===== src/design/l2_pkg.sv =====
package l2_pkg;

    localparam int num_banks = 4;
    localparam int bank_bits = 2;
    localparam int row_bits = 11;
    localparam int addr_bits = bank_bits + row_bits;   // word address, bank index in the low bits.
    localparam int data_bits = 128;
    localparam int strb_bits = data_bits / 8;
    localparam int tag_bits = 6;

    localparam int in_depth = 4;       // also the requester's starting credit count.
    localparam int bank_depth = 4;     // per-bank queue depth and dispatcher credit per bank.
    localparam int resp_credits = 4;

    // counter widths that can hold the full credit values.
    localparam int cnt_bits = $clog2(bank_depth + 1);
    localparam int resp_cnt_bits = $clog2(resp_credits + 1);

    typedef struct packed {
        logic write;                     // set for a write, clear for a read.
        logic [addr_bits-1:0] addr;
        logic [strb_bits-1:0] byte_en;   // only used by writes.
        logic [data_bits-1:0] data;
        logic [tag_bits-1:0] tag;        // echoed back on the read response.
    } l2_req_t;

    typedef struct packed {
        logic [tag_bits-1:0] tag;
        logic [data_bits-1:0] data;
    } l2_resp_t;

    // Consecutive words go to consecutive banks.
    function automatic logic [bank_bits-1:0] bank_of(input logic [addr_bits-1:0] addr);
        return addr[bank_bits-1:0];
    endfunction

    function automatic logic [row_bits-1:0] row_of(input logic [addr_bits-1:0] addr);
        return addr[addr_bits-1:bank_bits];
    endfunction

endpackage


===== src/design/l2_resp_merge.sv =====
`timescale 1ns/1ps

module l2_resp_merge (
    input logic clk,
    input logic reset,
    input logic [l2_pkg::num_banks-1:0] rsp_valid,
    input l2_pkg::l2_resp_t rsp [l2_pkg::num_banks],
    output logic [l2_pkg::num_banks-1:0] rsp_pop,
    output logic resp_valid,
    output l2_pkg::l2_resp_t resp,
    input logic resp_credit
);
    import l2_pkg::*;

    logic [bank_bits-1:0] rr_ptr;
    logic [bank_bits-1:0] sel;
    logic found;
    logic take;
    logic [resp_cnt_bits-1:0] credit_cnt;

    // first valid bank at or after rr_ptr, wrapping around.
    always_comb begin
        logic [bank_bits-1:0] idx;
        found = 1'b0;
        sel = rr_ptr;
        for (int k = 0; k < num_banks; k++) begin
            idx = rr_ptr + bank_bits'(k);
            if (!found && rsp_valid[idx]) begin
                found = 1'b1;
                sel = idx;
            end
        end
    end

    assign take = found && (credit_cnt != '0);

    always_comb begin
        rsp_pop = '0;
        rsp_pop[sel] = take;
    end

    always_ff @(posedge clk) begin
        if (reset) begin
            rr_ptr <= '0;
            credit_cnt <= resp_cnt_bits'(resp_credits);
            resp_valid <= 1'b0;
        end else begin
            resp_valid <= take;
            if (take) begin
                rr_ptr <= sel + 1'b1;   // the winner drops to lowest priority.
            end
            case ({take, resp_credit})
                2'b10: credit_cnt <= credit_cnt - 1'b1;
                2'b01: credit_cnt <= credit_cnt + 1'b1;
                default: credit_cnt <= credit_cnt;
            endcase
        end
    end

    always_ff @(posedge clk) begin
        if (take) begin
            resp <= rsp[sel];
        end
    end

    // The consumer must never hand back more slots than it owns.
    a_credit_bound: assert property (@(posedge clk) disable iff (reset)
        credit_cnt <= resp_cnt_bits'(resp_credits))
        else $error("l2_resp_merge: too many credits returned");

endmodule


===== config.mk =====
export PLATFORM = sky130hd
export DESIGN_NAME = l2_resp_merge
export DESIGN_NICKNAME = d
export VERILOG_FILES = /design/src/design/l2_pkg.sv /design/src/design/l2_resp_merge.sv
export SDC_FILE = /design/constraint.sdc
export NUM_CORES = 1
export LEC_CHECK = 0
export ABC_AREA = 1
export BUFFER_PORTS_ARGS = -buffer_cell sky130_fd_sc_hd__buf_2
export CORE_AREA = 2 2 266 268
export DETAILED_ROUTE_END_ITERATION = 10
export DIE_AREA = 0 0 268 270
export PLACE_DENSITY_LB_ADDON = 0.3
export SLEW_MARGIN = 20
export SYNTH_ARGS = -nofsm -noshare
export SYNTH_HDL_FRONTEND = slang
export SYNTH_SLANG_ARGS = --single-unit
export TNS_END_PERCENT = 30

===== constraint.sdc =====
create_clock -name clk -period 5.6 [get_ports clk]
set_clock_uncertainty 0.1 [all_clocks]
set_input_delay 1.12 -clock clk [delete_from_list [all_inputs] [get_ports clk]]
set_output_delay 1.12 -clock clk [all_outputs]
set_load 0.02 [all_outputs]

# Word level (Yosys, flattened, before mapping)
# Index checks and enable logic that the tools add are counted.
# Widths: inputs -> output; s select.
[word_totals] register_bits=140 in_bits=543 out_inout_bits=139 wordCells=53
[classes] add_sub_neg=6 n_lt_le_gt_ge=7 eq_ne=2 mux=21 bitwise_logic=2 reduce_logical=10
[op_table] cell="$bmux 134 s2" n=1
[op_table] cell="$mux 134" n=2
[op_table] cell="$lt 2x3->1 const B" n=5
[op_table] cell="$mux 1" n=9
[op_table] cell="$bmux 1 s2" n=4
[op_table] cell="$mux 2" n=3
[op_table] cell="$pmux 3 s2" n=1
[op_table] cell="$logic_and 1x1->1" n=5
[op_table] cell="$add 2x1->2 const B" n=2
[op_table] cell="$add 2x2->2 const B" n=2
[op_table] cell="$and 4x4->4" n=1
[op_table] cell="$add 3x1->3 const B" n=1
[op_table] cell="$ge 3x3->1 const B" n=1
[op_table] cell="$logic_not 1->1" n=3
[op_table] cell="$not 2->3" n=1
[op_table] cell="$reduce_bool 3->1" n=1
[op_table] cell="$sub 3x1->3 const B" n=1
[op_table] cell="$demux 1 s2" n=1
[op_table] cell="$eq 2x1->1 const B" n=1
[op_table] cell="$eq 2x2->1 const B" n=1
[op_table] cell="$ge 2x1->1 const B" n=1
[op_table] cell="$reduce_bool 2->1" n=1

# Logic depth before layout (Yosys ltp)
[logic_depth] depth_word=17 ltp_mapped=17 depth_no_buf=16

# Worst setup path before layout
# No wires, ideal clock.
[synth_timing] kind="input-to-reg" from="in rsp_valid[0] (netlist name)" to="reg rr_ptr[0]" setup_time_ns=0.111 t_arrival_ns=4.719 required_time_ns=5.389 setup_slack_ns=0.670 stages=10 n_path_buf=0 path_cell_list="nand2_1 > nand2_1 > nand2_1 > nand2_2 > nor2_4 > nand3_1 > nand2_1 > inv_1 > o21ai_0 > a21oi_1"
[synth_via] elab_chain_len=13 elab_cells_between_ends=23 classes_between="add/sub: 1; mux: 15; reduce/logical: 7"
[synth_lines] element="start: declaration" line="l2_resp_merge.sv:6" rtl="input logic [l2_pkg::num_banks-1:0] rsp_valid,"
[synth_lines] element="$bmux 1 s2" line="l2_resp_merge.sv:28" rtl="if (!found && rsp_valid[idx]) begin"
[synth_lines] element="$mux 1 (not written as such)" line="l2_resp_merge.sv:28"
[synth_lines] element="$mux 1" line="l2_resp_merge.sv:28"
[synth_lines] element="$logic_not 1->1" line="l2_resp_merge.sv:28"
[synth_lines] element="$logic_and 1x1->1" line="l2_resp_merge.sv:28"
[synth_lines] element="$mux 1" line="l2_resp_merge.sv:28"
[synth_lines] element="$logic_not 1->1" line="l2_resp_merge.sv:28"
[synth_lines] element="$logic_and 1x1->1" line="l2_resp_merge.sv:28"
[synth_lines] element="$mux 1" line="l2_resp_merge.sv:28"
[synth_lines] element="$logic_not 1->1" line="l2_resp_merge.sv:28"
[synth_lines] element="$logic_and 1x1->1" line="l2_resp_merge.sv:28"
[synth_lines] element="$mux 1 (*)" line="l2_resp_merge.sv:28"
[synth_lines] element="$logic_and 1x1->1 (*)" line="l2_resp_merge.sv:35" rtl="assign take = found && (credit_cnt != '0);"
[synth_lines] element="named net take" line="l2_resp_merge.sv:18" rtl="logic take;"
[synth_lines] element="end signal: assignment" line="l2_resp_merge.sv:50" rtl="rr_ptr <= sel + 1'b1;"
[synth_lines] element="end: declaration" line="l2_resp_merge.sv:15" rtl="logic [bank_bits-1:0] rr_ptr;"
# The timed path passes the listed nets; every way through them passes the cells marked *. The select of a mux whose other input is x is not followed.
# A chain may end at the register's enable or synchronous reset.

# Worst setup path after layout
[layout_timing] from="reg rr_ptr[0]" to="out rsp_pop[3] (netlist name)"
[layout_via] elab_chain_len=17 elab_cells_between_ends=31 classes_between="add/sub: 3; order compare: 2; mux: 17; bitwise: 1; reduce/logical: 8"
[layout_lines] element="parallel branches: the longest is 16 deep, another holds $lt 2x3->1"
[layout_lines] element="$and 4x4->4 (no line) (*)"
[layout_lines] element="end: declaration" line="l2_resp_merge.sv:8" rtl="output logic [l2_pkg::num_banks-1:0] rsp_pop,"
# Mark *: on every way between the ends. The select of a mux whose other input is x is not followed.

==> summary.txt <==
Run status
  • Status: finished, final reports clean

Drt
  • Drt wl/cell: 15.79 um
  • Routed wire length: slightly below 50000 um
  • DRC: 0
  • Starting DRT DRC Count: slightly above 700
  • Total number of vias: roughly 12000
  • Vias/cell: just under 4
  • Post-route ant nets: 0
  • TritonRoute pass-1 iters: 5

Clock tree
  • Clk root buf: clkbuf_16
  • H-tree Lvls: 4
  • Worst-path clk slew: around 60 ps
  • CTS Buf Count: 17
  • CTS tree: done
  • Hold_buf cts: 0
  • Clk Latency, worst-skew pair: 460 ps
  • Post-CTS Setup Inserts: 0
  • Max Root-Sink Buffers: 2
  • Post-cts resize count: 0
  • Num Clock Sinks: 140

Timing
  • Post-route setup TNS: 0 ps
  • Final hold slack: 410.2 ps
  • FMAX: roughly 0.22 GHz
  • Final setup margin: roughly 1000 ps
  • Worst-Margin Slew: approximately 1000 ps
  • Max transition margin: approximately 33%
  • Final Max Tran Viols: 0
  • Final Setup Violations: 0
  • Fin. Hold Viols: 0
  • Fin crit share: 82.06%
  • Final min period: ~4600 ps
  • RSZ-0062 raised after global routing: false

Synth
  • Cell taking the most area after synthesis: edfxtp_1
  • Yosys warns: 0
  • Syn Inst Count: around 1600
  • Yosys top cell area share: between 30% and 40%
  • Register area share after synthesis: between 40 and 50%
  • Synthesized area: just over 10000 um^2
  • Syn avg cell area: roughly 6.5 um^2
  • Syn nets: 2128
  • Synthesized flop and latch total: 140
  • Synth area leaders: edfxtp_1 (39%), nand2_1 (36%), nand3_1 (14%), buf_2 (2.9%), buf_6 (1.3%)
  • Synth cell types: 26

Worst setup path
  • R2R setup slack: between 1500 and 2000 ps
  • Ordered cell list for the critical path: inv_2, nand2_1, nand3_1, nand2_2, nand4_2, nand2_8, nand2_8, inv_2, ha_1, inv_1, nor2_1, buf_2
  • Critical Path Stages: 12
  • Startpoint types: register
  • Setup crit start: rr_ptr[0]$_SDFFE_PP0P_
  • CP max stage cell: dfxtp_1
  • Critical path type: reg -> out
  • CP top delay family: simple AND/OR/NAND/NOR gates
  • Bufs and invs on worst path: 4
  • WP data arrival: 3380 ps
  • R2R cell count: 12
  • Critical register-to-register path startpoint: rr_ptr[0]$_SDFFE_PP0P_
  • Max FO, Critical Path: 74
  • CP required: ~4400 ps
  • Worst reg2reg endpoint: resp[103]$_DFFE_PP_
  • Setup crit end: rsp_pop[3]
  • Crit-path max cell delay: around 670 ps
  • Critical path endpoint category: primary output

GRT
  • Global-route usage over all layers: a little over an eighth
  • Grt ovf: 0
  • Largest net degree at the start of global routing: roughly 190
  • Initial antenna violation count: 7
  • First-pass GRT wire length: a little over 70000 um
  • Vias in the first global route: about 11000

Final layout
  • Share of cells above drive strength 1: between 30% and 40%
  • Fin area: 15000 um^2
  • Sequential Area: 4144 um^2
  • Area delta synth->final: 46.49%
  • Nets@finish: between 2000 and 3000
  • Multi-input gate area: roughly 5400 um^2
  • Filler instances: between 8000 and 9000

Placement
  • DP Worst Slack: between 1000 and 1500 ps
  • DP HPWL: around 37000 um
  • DP Area: around 14000 um^2
  • # port buffers: 681
  • GP Congestion: around 0.85

Floorplanning
  • I/O Pins: 682
  • Die Y: 270 um
  • Rows: 97
  • Initial Utilization: 14.72%
  • Die width: approximately 270 um
  • DIE AREA: approximately 72000 um^2
  • Core Area: just under 70000 um^2

Power
  • Comb power frac: between 60% and 70%
  • Internal: 0.005020 W
  • Leak: between 8 and 9 nW
  • Sw Ratio: between 50% and 60%
  • Clock power share: 10.9%
  • Seq pwr share: between 20% and 30%
  • Power density over the cells: around 750 nW/um^2
  • Total power: 0.01117 W
  • Worst IR Drop VDD: a little under 500 uV
  • P_sw: about 0.0062 W

Flow run
  • MaxCap Viol Count: 0

Min path
  • Min-delay worst type: reg -> reg
-- worst min-delay path: stages, from the launching register on --
cell     delay, ps
dfxtp_1        290
inv_1           80
o21ai_0         90
-- cells by family (layout without fill, tap and decap cells) --
| logic type | after synthesis | count (layout) | synth area share (%) |
|---|---|---|---|
| other | 0 | 4 | 0 |
| xor gates and xnor gates | 1 | 1 | 0.08557 |
| AOI/OAI and AO/OA | 7 | 7 | 0.3422 |
| buffers and inverters | 136 | 745 | 6.942 |
| and+or+nand+nor | 1289 | 1289 | 51.34 |
| adders and majority gates | 6 | 6 | 0.8067 |
| DFF | 140 | 140 | 40.48 |
-- worst min path at each step --
stage                                      end                       start  cells after the start  slack (ps)
CTS                 credit_cnt[2]$_SDFFE_PP1P_  credit_cnt[2]$_SDFFE_PP1P_                      2         410
global placement    credit_cnt[2]$_SDFFE_PP1P_  credit_cnt[2]$_SDFFE_PP1P_                      2         390
global route        credit_cnt[1]$_SDFFE_PP0P_  credit_cnt[1]$_SDFFE_PP0P_                      2         450
detailed placement  credit_cnt[2]$_SDFFE_PP1P_  credit_cnt[2]$_SDFFE_PP1P_                      2         400
floorplan           credit_cnt[2]$_SDFFE_PP1P_  credit_cnt[2]$_SDFFE_PP1P_                      2         370
finish              credit_cnt[2]$_SDFFE_PP1P_  credit_cnt[2]$_SDFFE_PP1P_                      2         410
-- layout by cell type (no fill, tap or decap), drive strengths merged --
cell / count
a21oi: 3
buf: 694
bufinv: 3
clkbuf: 17
clkinv: 10
clkinvlp: 2
dfxtp: 6
diode: 4
edfxtp: 134
fa: 1
ha: 5
inv: 19
nand2: 994
nand3: 281
nand4: 2
nor2: 12
o21ai: 4
xor2: 1
-- area by class of cell --
class                           count  share of cell area (%)
Timing Repair Buffer              694                   23.71
Clock buffer                       17                   2.837
Antenna cell                        4                 0.06674
Inverter                           19                  0.5256
Clock inverter                     15                   1.160
Sequential cell                   140                   27.63
Tap cell                          940                   7.842
Multi-Input combinational cell   1303                   36.23
-- flip-flops by register name, indices dropped and copies added (netlist names) --
signal      flops
resp          134
credit_cnt      3
rr_ptr          2
resp_valid      1
-- stage by stage --
step,cells,util [%]
after floorplan,1579,-
after global placement,3096,20.69
after detailed placement,3096,20.69
after CTS,3128,21.55
after global routing,3132,21.56
final,3132,21.56
-- metal layers --
layer / global-route usage (%) / routed length [um] / vias up
met1: 15.90 / 20780 / 5735
met4: 3.602 / 587 / 2
met2: 22.85 / 25100 / 416
met5: 0 / 7 / -
li1: - / - / 6251
met3: 2.781 / 2964 / 30
-- Yosys cell counts (all sizes together) --
library cell and count:
clkinv 1, nor2 12, a21oi 3, xor2 1, inv 18, o21ai 4
nand3 281, edfxtp 134, nand4 2, nand2 994, fa 1, buf 100
ha 5, dfxtp 6, clkbuf 17
-- power groups by stage --
stage | registers, W | logic [W] | clock network (W)
2_1_floorplan | 0.00319 | 0.00468 | 0
3_3_place_gp | 0.00244 | 0.00770 | 0
3_5_place_dp | 0.00245 | 0.00767 | 0
4_1_cts | 0.00244 | 0.00769 | 0.00127
5_1_grt | 0.00249 | 0.00850 | 0.00130
6_report | 0.00243 | 0.00753 | 0.00122
Power figures use the tool's default switching activity.
