<file path="src/design/l2_pkg.sv">
package l2_pkg;

    localparam int num_banks = 4;
    localparam int bank_bits = 2;
    localparam int row_bits = 11;
    localparam int addr_bits = bank_bits + row_bits;   // word address, bank index in the low bits.
    localparam int data_bits = 128;
    localparam int strb_bits = data_bits / 8;
    localparam int tag_bits = 6;

    localparam int in_depth = 4;       // also the requester's starting credit count.
    localparam int bank_depth = 4;     // per-bank queue depth and dispatcher credit per bank.
    localparam int resp_credits = 4;

    // counter widths that can hold the full credit values.
    localparam int cnt_bits = $clog2(bank_depth + 1);
    localparam int resp_cnt_bits = $clog2(resp_credits + 1);

    typedef struct packed {
        logic write;                     // set for a write, clear for a read.
        logic [addr_bits-1:0] addr;
        logic [strb_bits-1:0] byte_en;   // only used by writes.
        logic [data_bits-1:0] data;
        logic [tag_bits-1:0] tag;        // echoed back on the read response.
    } l2_req_t;

    typedef struct packed {
        logic [tag_bits-1:0] tag;
        logic [data_bits-1:0] data;
    } l2_resp_t;

    // Consecutive words go to consecutive banks.
    function automatic logic [bank_bits-1:0] bank_of(input logic [addr_bits-1:0] addr);
        return addr[bank_bits-1:0];
    endfunction

    function automatic logic [row_bits-1:0] row_of(input logic [addr_bits-1:0] addr);
        return addr[addr_bits-1:bank_bits];
    endfunction

endpackage

</file>
<file path="src/design/l2_fifo.sv">
`timescale 1ns/1ps

module l2_fifo #(
    parameter type payload_t = logic,
    parameter int depth = 4
) (
    input logic clk,
    input logic reset,
    input logic push,
    input payload_t push_data,
    input logic pop,
    output payload_t head,
    output logic not_empty,
    output logic [$clog2(depth + 1)-1:0] count
);
    localparam int ptr_w = (depth > 1) ? $clog2(depth) : 1;
    localparam int cnt_w = $clog2(depth + 1);

    payload_t mem [depth];
    logic [ptr_w-1:0] rd_ptr;
    logic [ptr_w-1:0] wr_ptr;

    always_ff @(posedge clk) begin
        if (push) begin
            mem[wr_ptr] <= push_data;
        end
    end

    always_ff @(posedge clk) begin
        if (reset) begin
            rd_ptr <= '0;
            wr_ptr <= '0;
            count <= '0;
        end else begin
            if (push) begin
                wr_ptr <= (wr_ptr == ptr_w'(depth - 1)) ? '0 : wr_ptr + 1'b1;
            end
            if (pop) begin
                rd_ptr <= (rd_ptr == ptr_w'(depth - 1)) ? '0 : rd_ptr + 1'b1;
            end
            case ({push, pop})
                2'b10: count <= count + 1'b1;
                2'b01: count <= count - 1'b1;
                default: count <= count;   // both or neither leave occupancy unchanged.
            endcase
        end
    end

    assign head = mem[rd_ptr];
    assign not_empty = (count != '0);

    a_no_push_full: assert property (@(posedge clk) disable iff (reset)
        push |-> count != cnt_w'(depth))
        else $error("l2_fifo: push while full");

    a_no_pop_empty: assert property (@(posedge clk) disable iff (reset)
        pop |-> count != '0)
        else $error("l2_fifo: pop while empty");

endmodule

</file>
<file path="src/design/l2_req_dispatch.sv">
`timescale 1ns/1ps

module l2_req_dispatch (
    input logic clk,
    input logic reset,
    input logic req_valid,
    input l2_pkg::l2_req_t req,
    output logic req_credit,
    output logic [l2_pkg::num_banks-1:0] bank_req_valid,
    output l2_pkg::l2_req_t bank_req,
    input logic [l2_pkg::num_banks-1:0] bank_credit
);
    import l2_pkg::*;

    l2_req_t in_head;
    logic in_not_empty;
    logic [bank_bits-1:0] head_bank;
    logic send;
    logic [cnt_bits-1:0] bank_cnt [num_banks];

    // the requester's credits guarantee this queue never overflows.
    l2_fifo #(
        .payload_t(l2_req_t),
        .depth(in_depth)
    ) in_fifo_inst (
        .clk(clk),
        .reset(reset),
        .push(req_valid),
        .push_data(req),
        .pop(send),
        .head(in_head),
        .not_empty(in_not_empty),
        .count()
    );

    assign head_bank = bank_of(in_head.addr);

    // A head waiting on a busy bank also blocks everything behind it.
    assign send = in_not_empty && (bank_cnt[head_bank] != '0);
    assign req_credit = send;   // one input slot frees per send.
    assign bank_req = in_head;

    for (genvar i = 0; i < num_banks; i++) begin : g_credit
        assign bank_req_valid[i] = send && (head_bank == bank_bits'(i));

        always_ff @(posedge clk) begin
            if (reset) begin
                bank_cnt[i] <= cnt_bits'(bank_depth);
            end else begin
                case ({bank_req_valid[i], bank_credit[i]})
                    2'b10: bank_cnt[i] <= bank_cnt[i] - 1'b1;
                    2'b01: bank_cnt[i] <= bank_cnt[i] + 1'b1;
                    default: bank_cnt[i] <= bank_cnt[i];
                endcase
            end
        end

        // A bank returning more credits than it was given breaks this bound.
        a_cnt_bound: assert property (@(posedge clk) disable iff (reset)
            bank_cnt[i] <= cnt_bits'(bank_depth))
            else $error("l2_req_dispatch: bank %0d credit overflow", i);
    end

endmodule

</file>
<file path="config.mk">
export PLATFORM = sky130hd
export DESIGN_NAME = l2_req_dispatch
export DESIGN_NICKNAME = d
export VERILOG_FILES = /design/src/design/l2_pkg.sv /design/src/design/l2_fifo.sv /design/src/design/l2_req_dispatch.sv
export SDC_FILE = /design/constraint.sdc
export NUM_CORES = 1
export LEC_CHECK = 0
export BUFFER_PORTS_ARGS = -buffer_cell sky130_fd_sc_hd__buf_2
export CAP_MARGIN = 20
export CELL_PAD_IN_SITES_DETAIL_PLACEMENT = 1
export CELL_PAD_IN_SITES_GLOBAL_PLACEMENT = 1
export CORE_MARGIN = 5
export CORE_UTILIZATION = 52
export CTS_BUF_LIST = sky130_fd_sc_hd__clkbuf_4
export CTS_CLUSTER_SIZE = 40
export DETAILED_ROUTE_END_ITERATION = 16
export PLACE_DENSITY = 0.87
export SLEW_MARGIN = 20
export SYNTH_ARGS = -nofsm -noshare
export SYNTH_HDL_FRONTEND = slang
export SYNTH_SLANG_ARGS = --single-unit
</file>
<file path="constraint.sdc">
create_clock -name clk -period 6.2 [get_ports clk]
set_input_delay 0.31 -clock clk [delete_from_list [all_inputs] [get_ports clk]]
set_output_delay 0.31 -clock clk [all_outputs]
set_load 0.05 [all_outputs]
</file>
Word level (Yosys, flattened, before mapping)
Memory sizes are Yosys's and may differ from the RTL's. A register that Yosys moved wholly into a read port is not among the register bits.
Index checks and enable logic that the tools add are counted.
{"block": "op_classes", "n_mux": 57, "eq_ne": 15, "add_sub_neg": 12, "bitwise_logic": 12, "n_reduce_logical": 13}
{"op": "$mux W1", "count": 40}
{"op": "$mux W3", "count": 12}
{"op": "$eq A2 B2 Y1 const B", "count": 9}
{"op": "$add A3 B1 Y3 const B", "count": 5}
{"op": "$sub A3 B1 Y3 const B", "count": 5}
{"op": "$eq A2 B1 Y1 const B", "count": 6}
{"op": "$or A1 B1 Y1", "count": 12}
{"op": "$mux W2", "count": 4}
{"op": "$reduce_or A2 Y1", "count": 4}
{"op": "$pmux W3 S2", "count": 1}
{"op": "$reduce_bool A3 Y1", "count": 2}
{"op": "$logic_and A1 B1 Y1", "count": 5}
{"op": "$add A2 B1 Y2 const B", "count": 2}
{"op": "$logic_not A2 Y1", "count": 1}
{"op": "$reduce_bool A2 Y1", "count": 1}
{"block": "word_totals", "input_bits": 171, "regBits": 7, "ramBits": 668, "mem_count": 2}
{"name": "in_fifo_inst.mem", "words": 4, "width": 164, "rd": 1, "rd_ports_with_merged_regs": 1, "wr": 1, "line": "l2_fifo.sv:19", "text": "payload_t mem [depth];"}
{"name": "bank_cnt", "words": 4, "width": 3, "rd": 5, "rd_ports_with_merged_regs": 0, "wr": 4, "line": "l2_req_dispatch.sv:19", "text": "logic [cnt_bits-1:0] bank_cnt [num_banks];"}

Logic depth before layout (Yosys ltp)
Gate-level depths: netlist (run 1).
An unclocked memory read counts as a cell.
{"block": "logic_depth", "word_depth": 11, "mapped_depth": 10, "depth_no_buf": 10}

Cells and area by module
From an unflattened synthesis (run 1), not the netlist that was laid out.
{"block": "unflattened", "hier_cells": 1001, "area_unflattened_um2": 25079.1}
{"module": "l2_fifo", "instances": 1, "area_per_inst_um2": 24068.1, "cells_per_inst": 899, "seq_area_each_um2": 19879.1}
{"module": "l2_req_dispatch", "instances": 1, "area_per_inst_um2": 1011.0, "cells_per_inst": 102, "seq_area_each_um2": 360.3}

Least setup slack after synthesis (run 1)
No wires, ideal clock.
{"block": "synth_path", "path_type": "reg2reg", "start": "register in_fifo_inst.wr_ptr[0]", "end": "memory in_fifo_inst.mem[0][0] in the netlist's numbering, enable pin", "setup_slack_ns": 1.371, "n_path_buf": 0, "setup_time_ns": 0.543, "period_less_slack_ns": 4.829, "path_stages_with_launch": 4, "t_arrival_ns": 4.286, "t_required_ns": 5.657, "path_cell_list": "dfxtp_1 -> inv_1 -> ha_1 -> and2_1"}
{"element": "from (decl)", "line": "l2_fifo.sv:21", "text": "logic [ptr_w-1:0] wr_ptr;"}
{"element": "from (signal assigned)", "line": "l2_fifo.sv:36", "text": "wr_ptr <= (wr_ptr == ptr_w'(depth - 1)) ? '0 : wr_ptr + 1'b1;"}
{"element": "to (decl)", "line": "l2_fifo.sv:19"}
No word-level cell before the write port.

==> flow_metrics.py, run 1 <==
metrics = {
    "synth": {
        "seq_area_frac_synth_pct": 80.9,
        "synth_top_area_share_pct": 80.2,
        "synth_seq_cells": 677,
        "synth_warnings": 0,
        "yosys.cell_types.count": 32,
        "ys_top_cells_by_area": "edfxtp_1, mux4_2, ha_1, dfxtp_1, buf_2",
        "synth_flop_cell": "edfxtp_1",
        "yosysTopAreaCell": "edfxtp_1",
        "synthesis.area_um2": 25000,
        "synth.avg_cell_area_um2": 24.8,
        "async_flop_share_pct": 0,
        "netlist_instances": 1010,
        "synth-edff-count": 668,
        "synth.net_count": 1203,
    },
    "final_layout": {
        "finalNetCount": 1943,
        "areaGrowthSynthToFinish_pct": 28.6,
        "layout-drive-gt1-share_pct": 41.3,
        "fillers": 3990,
        "design_area_um2": 32100,
        "final_common_cell": "edfxtp_1",
        "postLayoutCoreUtil_pct": 67.5,
        "mostFrequentLayoutCells": "edfxtp_1, buf_2, dlygate4sd3_1",
    },
    "global_routing": {
        "groute.layer.met1.usage_pct": 32.3,
        "grt.total_usage_pct": 28.3,
        "grt-busiest-layer": "met2",
        "grt_pass1_vias": 16200,
        "grt_util_met3_pct": 8.21,
        "antenna_found_initial": 8,
        "grt_pass1_wl_um": 109000,
        "grt_start_max_net_pins": 118,
        "grt_use_met2_pct": 50.7,
        "overflow": 0,
    },
    "sta": {
        "fmax_ghz": 0.259,
        "finalClockSkew_ns": 0.0883,
        "rsz0062_at_grt": "no",
        "hold_violations": 0,
        "setup_tns_ns": 0,
        "fin_crit_sh_pct": 62.2,
        "maxSlewViolCount": 0,
        "relSlewSlack_pct": 27.8,
        "setup_viol": 0,
        "worstMarginPinSlew_ns": 1.08,
        "finalCriticalPeriod_ns": 3.86,
    },
    "critical_path": {
        "r2r_setup_slack_ns": 2.73,
        "critPathLaunchType": "flop",
        "end_kind": "output pin",
        "crit_path_top_delay_cell": "buf_4",
        "critPathKind": "reg -> out",
        "worst_ep_required_time_ns": 5.89,
        "worstPathMaxFanout": 66,
        "worstPathCellList": "buf_4 -> mux4_2 -> buf_2",
        "critPathMaxStageDelay_ns": 0.88,
        "timing.rr.end": "bank_cnt[2][2]",
        "reg2reg_depth": 9,
        "endpoint": "bank_req[66]",
        "worst_ep_arrival_time_ns": 3.55,
    },
    "route": {
        "vias_per_cell": 5.67,
        "postRouteAntennaNets": 0,
        "drt_iter0_drc": 1080,
        "first_pass_iters": 5,
        "vias": 14100,
        "route.detailed.drc": 0,
        "avgRoutedWirePerCell_um": 29.2,
        "wl_um": 72800,
    },
    "worst_hold_path": {
        "holdCritPathClass": "in -> reg",
    },
    "die": {
        "fp.dieW_um": 229,
        "die_h_um": 229,
        "row_count": 80,
        "dieArea_um2": 52600,
        "ioPinCount": 340,
        "core_um2": 47600,
        "start_util_pct": 52.5,
    },
    "placement": {
        "placed_cell_area_um2": 27400,
        "gp_congestion": 0.751,
        "io_buffers": 339,
        "dp_hpwl_um": 35000,
    },
    "power_and_ir_drop": {
        "power.leakage_nw": 11.3,
        "ir_drop_uv": 270,
        "power_mw": 13.5,
        "power_density_nw_per_um2": 421,
    },
    "clock_network": {
        "post-cts-setup-buffer-count": 0,
        "post_cts_resized": 0,
        "htree_levels": 4,
        "cts.sinks": 677,
        "clkLatencyLatePin_ns": 1.03,
        "clkTransAtPathRegs_ns": 0.09,
        "cts_root_buf": "clkbuf_4",
        "cts_max_path_buffers": 3,
        "cts_tree": "done",
        "cts_buffers": 169,
    },
    "status": {
        "outcome": "finished, final reports clean",
    },
    "job": {
        "maxCapViolCount": 0,
    },
}
==> kinds of logic after synthesis <==
family | after synthesis | synth area share (%)
AOI/OAI and AO/OA | 16 | 0.420
xor gates and xnor gates | 9 | 0.315
adders and majority gates | 22 | 1.16
buffers and inverters | 59 | 1.01
DFF | 677 | 80.9
muxes | 169 | 15.0
and+or+nand+nor | 58 | 1.18
==> flip-flops by register name (all words and copies together) (netlist names), named ones only <==
name	count
in_fifo_inst.wr_ptr	2
in_fifo_inst.mem	656
in_fifo_inst.count	3
bank_cnt	12
in_fifo_inst.rd_ptr	2
==> power breakdown <==
part           leakage [nW]  internal (mW)  switching, mW
sequential             6.22           5.26          0.184
combinational          3.81           1.28           2.89
clock                  1.25           1.92           2.01
total                  11.3           8.46           5.09
==> repair_timing <==
action,in CTS,in global routing
endpoints found under the hold margin,689,1
setup endpoints to repair,0,0
hold buffers,259,1
==> critical path: cells and delay by family (launching register included) <==
kind / cells / cell delay [ns]
buf+inv: 2 / 1.16
flops: 1 / 0.83
mux: 1 / 0.44
==> worst min path at each step <==
| stage | startpoint | end | slack [ns] | depth (start not counted) |
|---|---|---|---|---|
| 3_5_place_dp | in_fifo_inst.count[2] | in_fifo_inst.count[2] | 0.51 | 2 |
| 4_1_cts | req[106] | in_fifo_inst.mem[2][106] | 0.001 | 2 |
| 2_1_floorplan | req[0] | in_fifo_inst.mem[0][0] | 0.41 | 0 |
| 3_3_place_gp | in_fifo_inst.rd_ptr[1] | flop | 0.47 | 2 |
| 6_report | req[77] | in_fifo_inst.mem[3][77] | 0.06 | 2 |
| 5_1_grt | req[123] | in_fifo_inst.mem[1][123] | -0.03 | 2 |
==> cells in the mapped netlist (2+ instances only) <==
master / instances
nand2_1: 9
mux2i_1: 4
nor2_1: 15
clkbuf_1: 18
and2_1: 4
or3_1: 5
inv_1: 20
nor3b_1: 3
xnor2_1: 7
a21o_1: 2
mux4_2: 164
buf_2: 18
xor2_1: 2
nor3_1: 11
a21oi_1: 7
ha_1: 20
o21bai_1: 4
nand3b_1: 2
fa_1: 2
buf_1: 2
edfxtp_1: 668
nand2b_1: 4
dfxtp_1: 9
o21ai_0: 2
==> per-layer routing <==
| layer | up-vias | wire (um) |
|---|---|---|
| li1 | 5876 | - |
| met1 | 7427 | 25600 |
| met2 | 695 | 40000 |
| met3 | 128 | 5170 |
| met4 | 4 | 2060 |
| met5 | - | 26 |
==> stage by stage <==
stage	hold WS, ns	instances	setup WS (ns)
floorplan	0.409	1010	1.37
global placement	0.474	1934	2.92
detailed placement	0.510	1934	2.78
CTS	0.00112	2482	2.25
global route	-0.0285	2491	2.05
finish	0.0636	2494	2.34
==> layout make-up <==
class | instances | area (um2) | share of cell area [%]
multi-input combinational | 274 | 4520 | 14.1
sequential | 677 | 20200 | 63.0
tap | 615 | 769 | 2.39
antenna | 11 | 27.5 | 0.0856
timing repair buffer | 608 | 4420 | 13.7
inverter | 20 | 75.1 | 0.234
clock inverter | 53 | 318 | 0.989
clock buffer | 236 | 1770 | 5.51
No activity file was read; power rests on OpenSTA's default activity.
==> run 2: changes to the inputs <==
--- a/config.mk
+++ b/config.mk
@@ -5,16 +5,17 @@
 export SDC_FILE = /design/constraint.sdc
 export NUM_CORES = 1
 export LEC_CHECK = 0
+export ABC_AREA = 1
 export BUFFER_PORTS_ARGS = -buffer_cell sky130_fd_sc_hd__buf_2
 export CAP_MARGIN = 20
 export CELL_PAD_IN_SITES_DETAIL_PLACEMENT = 1
 export CELL_PAD_IN_SITES_GLOBAL_PLACEMENT = 1
 export CORE_MARGIN = 5
-export CORE_UTILIZATION = 52
+export CORE_UTILIZATION = 44
 export CTS_BUF_LIST = sky130_fd_sc_hd__clkbuf_4
 export CTS_CLUSTER_SIZE = 40
 export DETAILED_ROUTE_END_ITERATION = 16
-export PLACE_DENSITY = 0.87
+export PLACE_DENSITY = 0.82
 export SLEW_MARGIN = 20
 export SYNTH_ARGS = -nofsm -noshare
 export SYNTH_HDL_FRONTEND = slang
==> constraint.sdc (replaced) <==
create_clock -name clk -period 3.5 [get_ports clk]
set_input_delay 0.175 -clock clk [delete_from_list [all_inputs] [get_ports clk]]
set_output_delay 0.175 -clock clk [all_outputs]
set_load 0.05 [all_outputs]
==> run 2 against run 1 <==
Effect of this change: global-route usage is 0.71 points lower; via count increased by 39%; worst setup slack got worse by 2.1 ns; non-clock buffer count grew 106; flip-flop and latch count is the same; utilization fell by 8.8 points; first-iteration DRC count grew 53%; clock power is 78% higher; hold slack gained 0.045 ns; clock skew decreased by 0.014 ns; largest power group is now combinational cells.
==> flow_metrics.py, run 2 <==
metrics = {
    "power_and_ir_drop": {
        "p_switching_mw": 11.6,
        "p_comb_share_pct": 37.6,
        "power_mw": 26.5,
        "power_frac_seq_pct": 36.0,
        "power_density_nw_per_um2": 783,
        "p_int_mw": 14.9,
        "sw_frac_of_total_pct": 43.8,
        "power.leakage_nw": 12.4,
        "pwr-share-clk_pct": 26.4,
        "ir_drop_uv": 575,
    },
    "die": {
        "core_um2": 57800,
        "row_count": 88,
        "die_h_um": 252,
        "fp.dieW_um": 252,
        "start_util_pct": 44.4,
        "ioPinCount": 340,
        "dieArea_um2": 63300,
    },
    "sta": {
        "hold_violations": 0,
        "fin_crit_sh_pct": 94.1,
        "maxSlewViolCount": 0,
        "setup_tns_ns": 0,
        "fmax_ghz": 0.304,
        "relSlewSlack_pct": 26.9,
        "holdWs_ns": 0.109,
        "finalCriticalPeriod_ns": 3.29,
        "rsz0062_at_grt": "no",
        "finalClockSkew_ns": 0.0740,
        "setup_viol": 0,
        "worstMarginPinSlew_ns": 1.09,
    },
    "final_layout": {
        "largest_registers": "in_fifo_inst.mem x656, bank_cnt x12, in_fifo_inst.count x3",
        "areaGrowthSynthToFinish_pct": 31.9,
        "final_common_cell": "edfxtp_1",
        "finalNetCount": 2761,
        "stdcell_count": 3458,
        "layout-drive-gt1-share_pct": 24.9,
        "regMostFlops": "in_fifo_inst.mem",
        "largest_register_ffs": 656,
        "fillers": 5742,
        "postLayoutCoreUtil_pct": 58.6,
        "mostFrequentLayoutCells": "edfxtp_1, o21ai_0, buf_2",
    },
    "synth": {
        "synth_flop_cell": "edfxtp_1",
        "seq_area_frac_synth_pct": 78.8,
        "yosys.cell_types.count": 27,
        "yosysTopAreaCell": "edfxtp_1",
        "synthesis.area_um2": 25700,
        "ys_top_cells_by_area": "edfxtp_1, o21ai_0, nor2_1, o22ai_1, clkbuf_1",
        "async_flop_share_pct": 0,
        "synth.avg_cell_area_um2": 14.3,
        "synth.net_count": 1984,
        "synth_warnings": 0,
        "synth.most_common_cell": "edfxtp_1",
        "synth-edff-count": 668,
        "synth_top_area_share_pct": 78.1,
        "synth_seq_cells": 677,
        "synth_common_cells": "edfxtp_1, o21ai_0, nor2_1",
        "netlist_instances": 1791,
    },
    "route": {
        "wl_um": 89900,
        "vias_per_cell": 5.69,
        "first_pass_iters": 6,
        "avgRoutedWirePerCell_um": 26.0,
        "drt_iter0_drc": 1648,
        "vias": 19700,
        "route.detailed.drc": 0,
        "postRouteAntennaNets": 0,
    },
    "critical_path": {
        "r2r_setup_slack_ns": 0.75,
        "worst_ep_required_time_ns": 3.32,
        "worstPathMaxFanout": 92,
        "reg2reg_depth": 16,
        "critPathKind": "reg -> out",
        "critPathLaunchType": "flop",
        "end_kind": "output pin",
        "timing.rr.end": "bank_cnt[2][2]",
        "worst_ep_arrival_time_ns": 3.12,
    },
    "placement": {
        "dp.cells": 2821,
        "gp_congestion": 0.763,
        "io_buffers": 339,
        "dp_hpwl_um": 42200,
    },
    "global_routing": {
        "grt_pass1_vias": 21800,
        "overflow": 0,
        "grt_start_max_net_pins": 171,
        "antenna_found_initial": 12,
        "grt.total_usage_pct": 27.6,
        "grt_pass1_wl_um": 133000,
    },
    "clock_network": {
        "post-cts-setup-buffer-count": 0,
        "cts_root_buf": "clkbuf_4",
        "cts_max_path_buffers": 3,
        "cts_buffers": 172,
        "cts.sinks": 677,
        "clkTransAtPathRegs_ns": 0.07,
        "htree_levels": 4,
        "cts_tree": "done",
        "clkLatencyLatePin_ns": 1.03,
    },
    "worst_hold_path": {
        "holdPathEnd": "in_fifo_inst.mem[3][52]",
        "min_from": "req[52]",
        "holdPathStages": 2,
        "holdCritPathClass": "in -> reg",
    },
    "job": {
        "maxCapViolCount": 0,
    },
    "status": {
        "outcome": "finished, final reports clean",
    },
}
[run 2: power groups by stage]
stage	registers, mW	clock network (mW)	logic [mW]
after global routing	9.57	7.59	10.4
after detailed placement	9.69	0	9.27
after floorplan	9.64	0	6.76
after CTS	9.52	6.75	9.65
after global placement	9.65	0	8.95
final	9.54	7.00	9.98
[run 2: worst max-delay path by stage]
stage	slack, ns	end	depth (start not counted)
finish	0.21	bank_req[98]	5
global route	0.004	bank_req[85]	5
CTS	0.02	bank_req[61]	6
detailed placement	0.65	bank_req[80]	5
global placement	0.79	bank_req[14]	5
floorplan	0.004	in_fifo_inst.mem[0][0]	4
[run 2: cells by family after synthesis]
| logic type | count (synthesis) | share of synthesized area (%) |
|---|---|---|
| AND/OR/NAND/NOR | 410 | 6.42 |
| flip-flops | 677 | 78.8 |
| adder cells (fa/ha/maj) | 22 | 1.13 |
| buffers and inverters | 158 | 2.57 |
| AO/OA/AOI/OAI | 519 | 10.9 |
| XOR/XNOR | 5 | 0.170 |
[run 2: stage by stage]
stage,cell area [um2],worst slack (ns)
after floorplan,25700,0.00434
after global placement,28300,0.793
after detailed placement,28300,0.651
after CTS,33800,0.0198
after global routing,33900,0.00413
final,33900,0.208
[run 2: cell type report]
class	count	area (um2)	share of cell area, %
clock buffers	238	1790	5.27
inverters	47	204	0.602
multi-input cells	956	4790	14.1
well taps	765	957	2.82
diodes	14	35.0	0.103
repair buffers	714	5560	16.4
clock inverters	47	314	0.927
flip-flops and latches	677	20200	59.7
[run 2: timing repair]
action	in CTS	in global routing
endpoints found under the hold margin	764	0
hold buffers	337	0
endpoints found under the setup margin	48	51
cloned	0	0
gates resized for setup	6	4
pin swaps	0	0
[run 2: critical path, stage by stage (launching register included)]
cell and delay, ns:
dfxtp_4 0.44, buf_6 0.41, buf_12 0.36, o21ai_0 0.22
o22ai_1 0.29, buf_2 0.32
[run 2: metal layers]
metal | vias up | track usage [%] | part of all wire [%]
li1 | 8364 | - | -
met1 | 9964 | 29.8 | 35
met2 | 1050 | 49.8 | 53
met3 | 281 | 6.99 | 7.0
met4 | 4 | 14.5 | 5.2
met5 | - | 0 | 0.030
